**config.mk**
```make
export PLATFORM = sky130hd
export DESIGN_NAME = noc_vc_mux_top
export DESIGN_NICKNAME = d
export VERILOG_FILES = /design/src/noc_pkg.sv /design/src/flit_vc_demux.sv /design/src/vc_buffer.sv /design/src/vc_packet_arbiter.sv /design/src/noc_vc_mux_top.sv
export SDC_FILE = /design/constraint.sdc
export NUM_CORES = 1
export LEC_CHECK = 0
export ABC_CLOCK_PERIOD_IN_PS = 4300
export BUFFER_PORTS_ARGS = -buffer_cell sky130_fd_sc_hd__buf_4
export CORE_MARGIN = 2
export CORE_UTILIZATION = 40
export CTS_CLUSTER_SIZE = 20
export DETAILED_ROUTE_END_ITERATION = 6
export PLACE_DENSITY_LB_ADDON = 0.25
export SYNTH_ARGS = -nofsm -noshare
export SYNTH_HDL_FRONTEND = slang
export SYNTH_SLANG_ARGS = --single-unit
```
**constraint.sdc**
```tcl
create_clock -name clk -period 4.3 [get_ports clk]
set_input_delay 0.43 -clock clk [delete_from_list [all_inputs] [get_ports clk]]
set_output_delay 0.43 -clock clk [all_outputs]
set_load 0.02 [all_outputs]
```
**src/noc_pkg.sv**
```systemverilog
`default_nettype none

package noc_pkg;

  // ########################################
  // Sizing
  // ########################################

  // Virtual channels, one buffer each
  localparam int VC_COUNT = 4;
  localparam int VC_W = 2;

  // Entries per channel buffer
  localparam int BUF_DEPTH = 4;
  localparam int BUF_PTR_W = $clog2(BUF_DEPTH);
  // One more state than entries for the occupancy count
  localparam int BUF_CNT_W = $clog2(BUF_DEPTH + 1);

  localparam int DATA_W = 32;

  // ########################################
  // Flit format
  // ########################################

  // Head flit body
  typedef struct packed {
    logic [7:0] dest;
    logic [7:0] src;
    logic [7:0] length;
    logic [7:0] tag;
  } flit_header_t;

  // Same word, read as header on a head flit and as data otherwise
  typedef union packed {
    flit_header_t      header;
    logic [DATA_W-1:0] payload;
  } flit_body_u;

  // Single-flit packet has head and tail both set
  typedef struct packed {
    logic            head;
    logic            tail;
    logic [VC_W-1:0] vc;
    flit_body_u      body;
  } flit_t;

endpackage

`default_nettype wire

```
**src/flit_vc_demux.sv**
```systemverilog
`timescale 1ns/1ps
`default_nettype none

module flit_vc_demux (
  input  logic                                   in_valid,
  output logic                                   in_ready,
  input  noc_pkg::flit_t                         in_flit,
  output logic [noc_pkg::VC_COUNT-1:0]           buf_valid,
  input  logic [noc_pkg::VC_COUNT-1:0]           buf_ready,
  output noc_pkg::flit_t [noc_pkg::VC_COUNT-1:0] buf_flit
);
  import noc_pkg::*;

  // ########################################
  // Valid steering
  // ########################################

  // One-hot valid from the vc field
  always_comb begin
    buf_valid = '0;
    buf_valid[in_flit.vc] = in_valid;
  end

  // Flit goes to every buffer, only one sees valid
  for (genvar i = 0; i < VC_COUNT; i++) begin : g_flit
    assign buf_flit[i] = in_flit;
  end

  // ########################################
  // Ready return
  // ########################################

  // Full buffer stalls only its own channel
  assign in_ready = buf_ready[in_flit.vc];

endmodule

`default_nettype wire

```
**src/vc_buffer.sv**
```systemverilog
`timescale 1ns/1ps
`default_nettype none

module vc_buffer (
  input  logic           clk,
  input  logic           rst,
  input  logic           in_valid,
  output logic           in_ready,
  input  noc_pkg::flit_t in_flit,
  output logic           out_valid,
  input  logic           out_ready,
  output noc_pkg::flit_t out_flit
);
  import noc_pkg::*;

  flit_t                mem [BUF_DEPTH];
  logic [BUF_PTR_W-1:0] wr_ptr;
  logic [BUF_PTR_W-1:0] rd_ptr;
  logic [BUF_CNT_W-1:0] count;
  logic                 push;
  logic                 pop;
  logic                 full;

  // ########################################
  // Handshakes
  // ########################################

  assign full = (count == BUF_CNT_W'(BUF_DEPTH));
  assign out_valid = (count != '0);
  assign pop = out_valid && out_ready;

  // When full, a read in the same cycle frees the slot
  assign in_ready = !full || pop;
  assign push = in_valid && in_ready;

  // Head entry, no bypass from the write side
  assign out_flit = mem[rd_ptr];

  // ########################################
  // Storage and pointers
  // ########################################

  always_ff @(posedge clk) begin
    if (push) begin
      mem[wr_ptr] <= in_flit;
    end
  end

  always_ff @(posedge clk) begin
    if (rst) begin
      wr_ptr <= '0;
      rd_ptr <= '0;
      count  <= '0;
    end else begin
      if (push) begin
        wr_ptr <= (wr_ptr == BUF_PTR_W'(BUF_DEPTH - 1)) ? '0 : wr_ptr + BUF_PTR_W'(1);
      end
      if (pop) begin
        rd_ptr <= (rd_ptr == BUF_PTR_W'(BUF_DEPTH - 1)) ? '0 : rd_ptr + BUF_PTR_W'(1);
      end
      // Simultaneous push and pop leave the count alone
      case ({push, pop})
        2'b10:   count <= count + BUF_CNT_W'(1);
        2'b01:   count <= count - BUF_CNT_W'(1);
        default: count <= count;
      endcase
    end
  end

endmodule

`default_nettype wire

```
**src/vc_packet_arbiter.sv**
```systemverilog
`timescale 1ns/1ps
`default_nettype none

module vc_packet_arbiter (
  input  logic                                   clk,
  input  logic                                   rst,
  input  logic [noc_pkg::VC_COUNT-1:0]           req_valid,
  output logic [noc_pkg::VC_COUNT-1:0]           req_ready,
  input  noc_pkg::flit_t [noc_pkg::VC_COUNT-1:0] req_flit,
  output logic                                   out_valid,
  input  logic                                   out_ready,
  output noc_pkg::flit_t                         out_flit,
  output logic [7:0]                             out_dest
);
  import noc_pkg::*;

  // Round-robin state and packet lock
  logic [VC_W-1:0] rr_ptr;
  logic            locked;
  logic [VC_W-1:0] lock_idx;
  logic [7:0]      dest_q;

  logic [VC_W-1:0] scan_idx;
  logic            pick_found;
  logic [VC_W-1:0] pick_idx;
  logic [VC_W-1:0] grant_idx;
  logic            accept;

  // ########################################
  // Head search from the pointer
  // ########################################

  // Index arithmetic wraps at VC_COUNT since VC_COUNT is 2**VC_W
  always_comb begin
    pick_found = 1'b0;
    pick_idx   = rr_ptr;
    scan_idx   = rr_ptr;
    for (int k = 0; k < VC_COUNT; k++) begin
      scan_idx = rr_ptr + VC_W'(k);
      if (!pick_found && req_valid[scan_idx] && req_flit[scan_idx].head) begin
        pick_found = 1'b1;
        pick_idx   = scan_idx;
      end
    end
  end

  // ########################################
  // Output mux
  // ########################################

  // Locked packet keeps the output even if its buffer runs dry
  assign grant_idx = locked ? lock_idx : pick_idx;
  assign out_valid = locked ? req_valid[lock_idx] : pick_found;
  assign out_flit  = req_flit[grant_idx];
  assign accept    = out_valid && out_ready;

  // Ready goes back to the granted buffer only
  always_comb begin
    req_ready = '0;
    req_ready[grant_idx] = out_ready && out_valid;
  end

  // Header decode while the head is offered, held copy after that
  assign out_dest = locked ? dest_q : out_flit.body.header.dest;

  // ########################################
  // Lock and pointer update
  // ########################################

  always_ff @(posedge clk) begin
    if (rst) begin
      rr_ptr   <= '0;
      locked   <= 1'b0;
      lock_idx <= '0;
    end else if (accept) begin
      if (out_flit.tail) begin
        // End of packet, also covers single-flit packets
        locked <= 1'b0;
        rr_ptr <= grant_idx + VC_W'(1);
      end else if (out_flit.head) begin
        locked   <= 1'b1;
        lock_idx <= grant_idx;
      end
    end
  end

  always_ff @(posedge clk) begin
    if (accept && out_flit.head) begin
      dest_q <= out_flit.body.header.dest;
    end
  end

endmodule

`default_nettype wire

```
**src/noc_vc_mux_top.sv**
```systemverilog
`timescale 1ns/1ps
`default_nettype none

module noc_vc_mux_top (
  input  logic           clk,
  input  logic           rst,
  input  logic           in_valid,
  output logic           in_ready,
  input  noc_pkg::flit_t in_flit,
  output logic           out_valid,
  input  logic           out_ready,
  output noc_pkg::flit_t out_flit,
  output logic [7:0]     out_dest
);
  import noc_pkg::*;

  logic [VC_COUNT-1:0]  buf_in_valid;
  logic [VC_COUNT-1:0]  buf_in_ready;
  flit_t [VC_COUNT-1:0] buf_in_flit;
  logic [VC_COUNT-1:0]  buf_out_valid;
  logic [VC_COUNT-1:0]  buf_out_ready;
  flit_t [VC_COUNT-1:0] buf_out_flit;

  // ########################################
  // Input steering
  // ########################################

  flit_vc_demux u_demux (
    .in_valid  (in_valid),
    .in_ready  (in_ready),
    .in_flit   (in_flit),
    .buf_valid (buf_in_valid),
    .buf_ready (buf_in_ready),
    .buf_flit  (buf_in_flit)
  );

  // ########################################
  // Channel buffers
  // ########################################

  for (genvar i = 0; i < VC_COUNT; i++) begin : g_vc
    vc_buffer u_buffer (
      .clk       (clk),
      .rst       (rst),
      .in_valid  (buf_in_valid[i]),
      .in_ready  (buf_in_ready[i]),
      .in_flit   (buf_in_flit[i]),
      .out_valid (buf_out_valid[i]),
      .out_ready (buf_out_ready[i]),
      .out_flit  (buf_out_flit[i])
    );
  end

  // Packet arbitration onto the single output
  vc_packet_arbiter u_arbiter (
    .clk       (clk),
    .rst       (rst),
    .req_valid (buf_out_valid),
    .req_ready (buf_out_ready),
    .req_flit  (buf_out_flit),
    .out_valid (out_valid),
    .out_ready (out_ready),
    .out_flit  (out_flit),
    .out_dest  (out_dest)
  );

endmodule

`default_nettype wire

```
# Word-level counts from Yosys, hierarchy flattened
# Memory sizes are Yosys's and may differ from the RTL's. A register that Yosys moved wholly into a read port is not among the register bits.
# Index checks and enable logic that the tools add are counted.
# totals
romBits	0
memories	4
latch_bits	0
reg_bits	41
mem_bits_rw	576
word_cells	180
inputBits	40
output_inout_bits	46
# memory_table
name	words	width	rd	rd_ports_with_merged_regs	write_ports	line_no	rtl
g_vc[0].u_buffer.mem	4	36	1	1	1	vc_buffer.sv:16	flit_t mem [BUF_DEPTH];
g_vc[1].u_buffer.mem	4	36	1	1	1	vc_buffer.sv:16	
g_vc[2].u_buffer.mem	4	36	1	1	1	vc_buffer.sv:16	
g_vc[3].u_buffer.mem	4	36	1	1	1	vc_buffer.sv:16	
# classes
n_lt_le_gt_ge	9
reduce_logical	42
add_sub_neg	20
n_bitwise	3
n_mux	66
div	0
n_shift	0
n_mul	0
eq_ne	20
# op_table
operator	n
$bmux 36 s2	5
$mux 36	5
$mux 2	20
$eq 2x2->1 const B	12
$pmux 3 s2	4
$mux 1	23
$lt 2x3->1 const B	7
$add 2x1->2 const B	10
$logic_and 1x1->1	19
$add 3x1->3 const B	4
$bmux 1 s2	6
$eq 3x3->1 const B	4
$reduce_bool 3->1	4
$sub 3x1->3 const B	4
$reduce_bool 2->1	5
$and 4x4->4	2
$eq 2x1->1 const B	4
$mux 8	1
$logic_not 1->1	7
$add 2x2->2 const B	2
$demux 1 s2	2
$ge 2x1->1 const B	2
$logic_or 1x1->1	4
$reduce_and 2->1	2
2 further kinds	2

# Logic depth before layout (Yosys ltp)
# Gate-level depths: netlist (run 1).
# logic_depth
depth_word	28
depth_mapped	16
depth_no_buf	14

# Cells and area by module
# From an unflattened synthesis (run 1), not the netlist that was laid out.
# unflattened
hier_cells	1460
hier_area_um2	26178.9
# modules_own_cells
module	n_inst	area_each_um2	cells_per_inst	seq_area_each_um2
vc_buffer (g_vc[2].u_buffer ...)	2	5714.2	248	4504.3
vc_buffer (g_vc[0].u_buffer)	1	5763.0	252	4504.3
vc_buffer (g_vc[1].u_buffer)	1	5739.3	253	4504.3
vc_packet_arbiter	1	2109.5	310	340.3
flit_vc_demux	1	1138.6	149	0.0

# Worst setup path before layout (run 1)
# Ideal clock, no wire load.
# synth_timing
path_kind	reg2reg
from	reg (tool-made name)
to	reg g_vc[0].u_buffer.count[2]
setup_ns	0.071
path_buffers	1
stages_incl_launch_ff	16
arrival_ns	3.774
setup_slack_ns	0.456
required_time_ns	4.229
synth_period_minus_slack_ns	3.844
cell_sequence	dfxtp_1 buf_6 mux4_2 and2_4 o2bb2ai_1 a222oi_1 mux2_4 o311ai_2 and2_1 inv_1 ha_1 inv_1 fa_1 xor2_1 or3_1 a21oi_1
# synth_lines
item	line_no	rtl
end signal: assignment	vc_buffer.sv:63	2'b10: count <= count + BUF_CNT_W'(1);
end signal: assignment	vc_buffer.sv:64	2'b01: count <= count - BUF_CNT_W'(1);
end signal: assignment	vc_buffer.sv:65	default: count <= count;
end: declaration	vc_buffer.sv:19	logic [BUF_CNT_W-1:0] count;

==> summary.log, run 1 <==
qor: synth.synthesis.yosys.warnings 0
qor: timing.slew_headroom 0.379
qor: global_route.grt_max_degree 37
qor: route.routedWlPerCell 25.4 um
qor: timing.worst_slew_pin_slew 931 ps
qor: synth.synth_mux_area_frac 0.151
qor: place.numPortBuffers 85
qor: timing.rsz0062_at_grt yes
qor: synth.synthSimpleGateAreaFrac 0.0476
qor: clocking.clock_tree.htree_level_count 3
qor: clocking.worst_skew_late_latency 610 ps
qor: setup_path.worstPathBufferInverterCount 3
qor: route.wirelength 58,900 um
qor: clocking.tritoncts_clock_tree done
qor: layout.layout_common_cells 584 x sky130_fd_sc_hd__edfxtp_1, 146 x sky130_fd_sc_hd__mux4_2, 121 x sky130_fd_sc_hd__nand2_1, 118 x sky130_fd_sc_hd__buf_4, 69 x sky130_fd_sc_hd__clkbuf_16
qor: clocking.cts_inserted_buffers 67
qor: place.gp_routability_congestion 0.782
qor: synth.synth-compound-area-share 0.0287
qor: die.num_rows 91
qor: pwr.leakagePower 9.47 nW
qor: global_route.antenna_found_initial 2
qor: setup_path.max_stage_delay 550 ps
qor: synth.synthAdderAreaFrac 0.0153
qor: synth.synth_flop_cell sky130_fd_sc_hd__edfxtp_1
qor: synth.synth.avg_cell_area 19.4 um^2
qor: route.drc 0
qor: global_route.grt_pass1_vias 13.2k
qor: layout.n_antenna_cell 0
qor: outcome.run_status complete, no violations
qor: pwr.power.density_cell_area 610 nW/um^2
qor: layout.area.growth.synth_to_final 17.1%
qor: route.routed-via-count 12.7k
qor: setup_path.critical_path.endpoint_type output pin
qor: place.dpl.hpwl 33,000 um
qor: global_route.gr-usage-all-layers 0.186
qor: timing.report.final.hold_viol_count 0
qor: synth.async_reset_ff_frac 0
qor: timing.max_freq 238 MHz
qor: clocking.cts.path.max_buffers 3
qor: setup_path.worst_setup_path_start_kind flip-flop
qor: clocking.clkTransAtPathRegs 60 ps
qor: route.detail_route.vias_per_cell 5.50
qor: route.detailedRoute.firstPassIterationCount 6
qor: synth.synth-seq-cells 625
qor: clocking.cts.sink_count 625
qor: die.start_util 0.404
qor: setup_path.critical_path.cell_chain mux4_2 > a32o_1 > a32o_2 > a211oi_4 > or2_4 > buf_12 > buf_12 > mux2i_1 > mux2i_2 > mux2_2 > buf_4
qor: layout.finalNetCount 1,500
qor: global_route.first_pass_grt_wire_length 86,600 um
qor: setup_path.timing.critical_path.mode_cell sky130_fd_sc_hd__buf_12
qor: die.io_pins 86
qor: layout.final_common_cell sky130_fd_sc_hd__edfxtp_1
qor: setup_path.worst_ep_required_time 3870 ps
qor: timing.final.setup.tns 0 ps
qor: synth.synth-edff-count 584
qor: timing.fin_skew 25.1 ps
qor: global_route.grt_remaining_overflow 0
qor: die.core_area 61,600 um^2
qor: timing.final-setup-viol-count 0
qor: synth.syn-cell-area 24,900 um^2
qor: timing.final_worst_path_period_share 0.977
qor: timing.minimum_period_implied_by_the_final_worst_setup_slack 4200 ps
qor: synth.yosysUniqueCellTypes 65
qor: die.fp.dieH 254 um
qor: setup_path.cell_at_the_slowest_stage_of_the_critical_path sky130_fd_sc_hd__mux4_2
qor: worst_hold_path.hp-class in2reg
qor: die.die_x 254 um
qor: clocking.ctsRootBufferMaster sky130_fd_sc_hd__clkbuf_16
qor: route.drt_iter0_drc 1,136
qor: setup_path.path_max_fanout 11
qor: die.die-area 64,300 um^2
qor: timing.pins_over_their_slew_limit 0
qor: setup_path.worst_path_dominant_cell_family multiplexers
qor: synth.dominant_combinational_cell_family_by_area_after_synthesis multiplexers
qor: synth.synth_sequential_area_ratio 0.737
qor: synth.synth-xor-area-share 0.00317
qor: pwr.vdd.ir_drop.worst 0.401 mV
qor: route.drtAntennaViolNets 0
qor: setup_path.critPathArrivalTime 3770 ps
qor: layout.layout-drive-gt1-share 0.303
qor: layout.layout.filler_cells 5,104
qor: synth.syn-num-nets 1,352
qor: flow_run.cap_violations 0
qor: synth.syn-instance-count 1,284
qor: setup_path.worstSetupPathType reg2out
qor: clocking.cts_hold_buffers 0
qor: layout.utilization 0.473
qor: pwr.power.total 0.0178 W
==> routing by layer <==
| layer | vias up | share of wire | GRT usage |
|---|---|---|---|
| met2 | 360 | 0.48 | 0.305 |
| met3 | 100 | 0.053 | 0.0306 |
| met5 | - | 0 | 0 |
| met1 | 6794 | 0.44 | 0.256 |
| li1 | 5489 | - | - |
| met4 | 0 | 0.023 | 0.0571 |
==> area by class of cell <==
cell class,instances,area (um^2),area share
tap,837,1050,0.0359
clock buffer,79,1760,0.0605
inverter,32,123,0.00420
multi-input combinational,567,6230,0.214
sequential,625,18400,0.630
timing repair buffer,139,1270,0.0437
clock inverter,38,353,0.0121
==> through the flow <==
| step | setup slack, ps | cells | hold slack [ps] | cell area (um^2) |
|---|---|---|---|---|
| 5_1_grt | -18.3 | 2317 | 121 | 29200 |
| 6_report | 100 | 2317 | 122 | 29200 |
| 4_1_cts | 1.49 | 2311 | 90.5 | 29100 |
| 2_1_floorplan | 456 | 1284 | 454 | 24900 |
| 3_3_place_gp | 489 | 2188 | 463 | 26800 |
| 3_5_place_dp | 408 | 2188 | 479 | 26800 |
==> cell usage after synthesis, drive strengths merged, types with 10 or more instances <==
cell	count	share of area
and3	42	0.011
clkbuf	43	0.0065
nand3	15	0.0034
mux4	146	0.13
a31oi	27	0.0068
buf	18	0.0055
mux2i	33	0.014
dfxtp	41	0.033
nor2	28	0.0043
ha	24	0.012
o21ai	13	0.0026
mux2	10	0.0047
edfxtp	584	0.70
inv	32	0.0049
nand2	123	0.019
or3	10	0.0025
a21oi	22	0.0044
==> registers in the layout, summed over array words and instances, names as in the netlist, named ones only <==
name	count
g_vc.u_buffer.mem	576
g_vc.u_buffer.count	12
g_vc.u_buffer.rd_ptr	8
g_vc.u_buffer.wr_ptr	8
u_arbiter.dest_q	8
u_arbiter.lock_idx	2
u_arbiter.rr_ptr	2
u_arbiter.locked	1
==> where the power goes <==
part | internal (W) | switching [W]
clock network | 0.00325 | 0.00237
logic | 0.00217 | 0.00311
registers | 0.00682 | 0.0000875
total | 0.0122 | 0.00556
==> worst reg2reg max path: cells and delay by family (launching register included) <==
family | cells | cell delay (ps)
and+or+nand+nor | 3 | 910
muxes | 2 | 940
xor gates and xnor gates | 1 | 160
adders and majority gates | 2 | 690
DFF | 1 | 350
buffers and inverters | 2 | 310
AOI/OAI and AO/OA | 3 | 490
==> worst paths after layout <==
| check | slack [ps] | from | cells after the start | to |
|---|---|---|---|---|
| max | 100 | g_vc[2].u_buffer.mem[3][35] | 11 | out_dest[2] |
| min | 120 | in_flit[2] | 1 | g_vc[3].u_buffer.mem[0][2] |
| max reg2reg | 360 | flip-flop | 13 | g_vc[0].u_buffer.count[2] |
| min reg2reg | 490 | g_vc[2].u_buffer.rd_ptr[1] | 2 | flip-flop |
==> cell families after synthesis <==
group | count (synthesis)
AOI/OAI and AO/OA | 94
xor gates and xnor gates | 9
adders and majority gates | 28
buffers and inverters | 93
DFF | 625
muxes | 189
and+or+nand+nor | 246
==> timing repair <==
action	4_1_cts	5_1_grt
pin swaps	0	1
gates resized for setup	7	13
setup endpoints to repair	32	20
cloned	0	1
setup buffers	6	5
No activity file was read; power rests on OpenSTA's default activity.
==> inputs of run 2 (changes only) <==
- CTS_BUF_LIST: default -> sky130_fd_sc_hd__clkbuf_4 sky130_fd_sc_hd__clkbuf_8
==> summary.log, run 2 (synthesized netlist as in run 1, its figures left out) <==
qor: die.fp.dieH 254 um [unchanged]
qor: clocking.clock_tree.htree_level_count 3 [unchanged]
qor: route.drtAntennaViolNets 0 [unchanged]
qor: layout.area.growth.synth_to_final 19.6%
qor: global_route.grt_remaining_overflow 0 [unchanged]
qor: pwr.vdd.ir_drop.worst 0.437 mV [+8.8%]
qor: place.dpl.hpwl 33,000 um [unchanged]
qor: pwr.register_share_of_total_power 0.388 [about the same]
qor: global_route.first_pass_grt_wire_length 87,300 um [+0.76%]
qor: layout.largest_register_ff_count 576 [unchanged]
qor: place.gp_routability_congestion 0.782 [unchanged]
qor: clocking.ctsRootBufferMaster sky130_fd_sc_hd__clkbuf_8
qor: clocking.cts.path.max_buffers 3 [unchanged]
qor: timing.max_freq 238 MHz [-0.11%]
qor: clocking.cts.sink_count 625 [unchanged]
qor: setup_path.rr_worst_depth 18 [+5]
qor: layout.n_antenna_cell 0 [unchanged]
qor: layout.top_register g_vc.u_buffer.mem
qor: die.num_rows 91 [unchanged]
qor: clocking.tritoncts_clock_tree done
qor: place.place_area 26,800 um^2 [unchanged]
qor: setup_path.worstPathBufferInverterCount 3 [unchanged]
qor: layout.final_common_cell sky130_fd_sc_hd__edfxtp_1
qor: timing.pins_over_their_slew_limit 0 [unchanged]
qor: route.detailedRoute.firstPassIterationCount 5 [-1]
qor: timing.final-setup-viol-count 0 [unchanged]
qor: pwr.sw_frac_of_total 0.321 [+0.00825]
qor: setup_path.rr_startpoint g_vc[0].u_buffer.mem[1][35]
qor: setup_path.critPathArrivalTime 3770 ps [about the same]
qor: clocking.cts_inserted_buffers 103 [+54%]
qor: timing.slew_headroom 0.385 [+0.00601]
qor: setup_path.worst_setup_path_start_kind flip-flop
qor: clocking.clkTransAtPathRegs 60 ps [about the same]
qor: layout.layout-drive-gt1-share 0.350 [+0.0477]
qor: pwr.power.total 0.0178 W [about the same]
qor: clocking.worst_skew_late_latency 700 ps [+90 ps]
qor: pwr.netSwitchingPower 0.00571 W [+2.6%]
qor: die.io_pins 86 [unchanged]
qor: worst_hold_path.hp-class in2reg
qor: layout.layout_common_cells 584 x sky130_fd_sc_hd__edfxtp_1, 146 x sky130_fd_sc_hd__mux4_2, 134 x sky130_fd_sc_hd__buf_4, 120 x sky130_fd_sc_hd__nand2_1, 111 x sky130_fd_sc_hd__clkbuf_8
qor: route.drt_iter0_drc 1,057 [-7.0%]
qor: layout.biggestRegsByFlops g_vc.u_buffer.mem (576), g_vc.u_buffer.count (12)
qor: global_route.grt_max_degree 37 [unchanged]
qor: timing.fin_skew 45.3 ps [+20.2 ps]
qor: global_route.antenna_found_initial 0 [-2]
qor: setup_path.critical_path.cell_chain mux4_2 > a32o_2 > a32o_2 > a211oi_4 > or2_4 > buf_12 > buf_12 > mux2i_4 > mux2i_2 > mux2_2 > buf_4
qor: place.numPortBuffers 85 [unchanged]
qor: timing.final_worst_path_period_share 0.978 [+0.00108]
qor: timing.worst_slew_pin_slew 922 ps [-9.02 ps]
qor: pwr.combPwrFrac 0.328 [+0.032]
qor: route.drc 0 [unchanged]
qor: outcome.run_status complete, no violations
qor: pwr.leakagePower 9.77 nW [+3.2%]
qor: setup_path.worst_path_dominant_cell_family multiplexers
qor: flow_run.cap_violations 0 [unchanged]
qor: setup_path.path_max_fanout 7 [-4]
qor: setup_path.critical_path_cell_count 11 [unchanged]
qor: timing.hold-worst-slack 65.1 ps [-56.5 ps]
qor: setup_path.crit-reg2reg-capture g_vc[0].u_buffer.count[2]
qor: route.routedWlPerCell 24.4 um [-3.9%]
qor: layout.postLayoutCellArea 29,800 um^2 [+2.1%]
qor: route.routed-via-count 13.1k [+2.9%]
qor: die.die-area 64,300 um^2 [unchanged]
qor: setup_path.max_stage_delay 590 ps [+40 ps]
qor: pwr.power.density_cell_area 598 nW/um^2 [-2.0%]
qor: setup_path.worst_setup_path_end out_dest[0]
qor: route.detail_route.vias_per_cell 5.37 [-2.3%]
qor: setup_path.worst_ep_required_time 3870 ps [about the same]
qor: die.die_x 254 um [unchanged]
qor: setup_path.critical_path.endpoint_type output pin
qor: global_route.grt_pass1_vias 13.6k [+3.2%]
qor: die.core_area 61,600 um^2 [unchanged]
qor: setup_path.worstSetupPathType reg2out
qor: pwr.clkPwrFrac 0.284 [-0.032]
qor: timing.minimum_period_implied_by_the_final_worst_setup_slack 4200 ps [+4.65 ps]
qor: timing.rsz0062_at_grt yes
qor: die.start_util 0.404 [unchanged]
qor: timing.report.final.hold_viol_count 0 [unchanged]
qor: layout.utilization 0.483 [+0.00989]
qor: global_route.gr-usage-all-layers 0.187 [+0.00102]
qor: setup_path.timing.reg2reg.setup_slack 190 ps [-170 ps]
qor: setup_path.cell_at_the_slowest_stage_of_the_critical_path sky130_fd_sc_hd__mux4_2
qor: route.wirelength 59,700 um [+1.3%]
qor: pwr.power_report.internal_total 0.0121 W [-1.2%]
qor: layout.finalNetCount 1,588 [+5.9%]
[run 2: power by group through the flow]
stage / clock, W / sequential [W] / combinational [W]
global route: 0.00544 / 0.00692 / 0.00621
CTS: 0.00519 / 0.00691 / 0.00532
finish: 0.00505 / 0.00691 / 0.00584
detailed placement: 0 / 0.00703 / 0.00503
global placement: 0 / 0.00703 / 0.00500
floorplan: 0 / 0.00699 / 0.00313
[run 2: cell type report]
class	instances	area [um^2]
Timing Repair Buffer	192	1830
Tap cell	837	1050
Clock inverter	38	194
Clock buffer	151	1830
Sequential cell	625	18400
Fill cell	5069	31800
Inverter	32	123
Multi-Input combinational cell	566	6380
[run 2: timing repair]
action / in CTS / in global routing
endpoints found under the setup margin: 39 / 27
hold buffers: 27 / 0
gates cloned: 0 / 1
pin swaps: 2 / 11
setup buffers: 14 / 22
endpoints found under the hold margin: 358 / 0
gates resized for setup: 11 / 48
[run 2: how the worst min path moves through the flow]
stage | from | to | slack [ps] | cells past startpoint
5_1_grt | in_flit[0] | g_vc[2].u_buffer.mem[3][0] | 40 | 1
2_1_floorplan | g_vc[3].u_buffer.rd_ptr[1] | flip-flop | 450 | 2
3_5_place_dp | g_vc[2].u_buffer.rd_ptr[1] | flip-flop | 480 | 2
3_3_place_gp | g_vc[2].u_buffer.rd_ptr[1] | flip-flop | 460 | 2
4_1_cts | in_flit[4] | g_vc[0].u_buffer.mem[1][4] | 0.2 | 1
6_report | in_flit[0] | g_vc[1].u_buffer.mem[0][0] | 70 | 1
[run 2: per-layer routing]
layer | GRT usage | share of wire
met1 | 0.252 | 0.43
met2 | 0.304 | 0.49
met3 | 0.0391 | 0.059
met4 | 0.0629 | 0.023
met5 | 0 | 0
[run 2: per-stage QoR]
stage | worst slack [ps] | setup TNS (ps) | cells
4_1_cts | 1.64 | 0 | 2418
5_1_grt | -40.4 | -116 | 2441
3_5_place_dp | 408 | 0 | 2188
2_1_floorplan | 456 | 0 | 1284
6_report | 95.5 | 0 | 2441
3_3_place_gp | 489 | 0 | 2188
[run 2: worst register-to-register path, stage by stage, from the launching register on]
cell                       delay (ps)
sky130_fd_sc_hd__edfxtp_1         370
sky130_fd_sc_hd__mux4_2           550
sky130_fd_sc_hd__a22o_4           300
sky130_fd_sc_hd__nor4_4           320
sky130_fd_sc_hd__a211oi_4          80
sky130_fd_sc_hd__buf_12           140
sky130_fd_sc_hd__nor2_4           270
sky130_fd_sc_hd__buf_6            160
sky130_fd_sc_hd__o311ai_4          80
sky130_fd_sc_hd__buf_6            140
sky130_fd_sc_hd__buf_4            140
sky130_fd_sc_hd__and2_1           150
sky130_fd_sc_hd__inv_1             60
sky130_fd_sc_hd__ha_1             170
sky130_fd_sc_hd__inv_1             70
sky130_fd_sc_hd__fa_1             440
sky130_fd_sc_hd__xor2_1           160
sky130_fd_sc_hd__or3_1            310
sky130_fd_sc_hd__a21oi_1          140
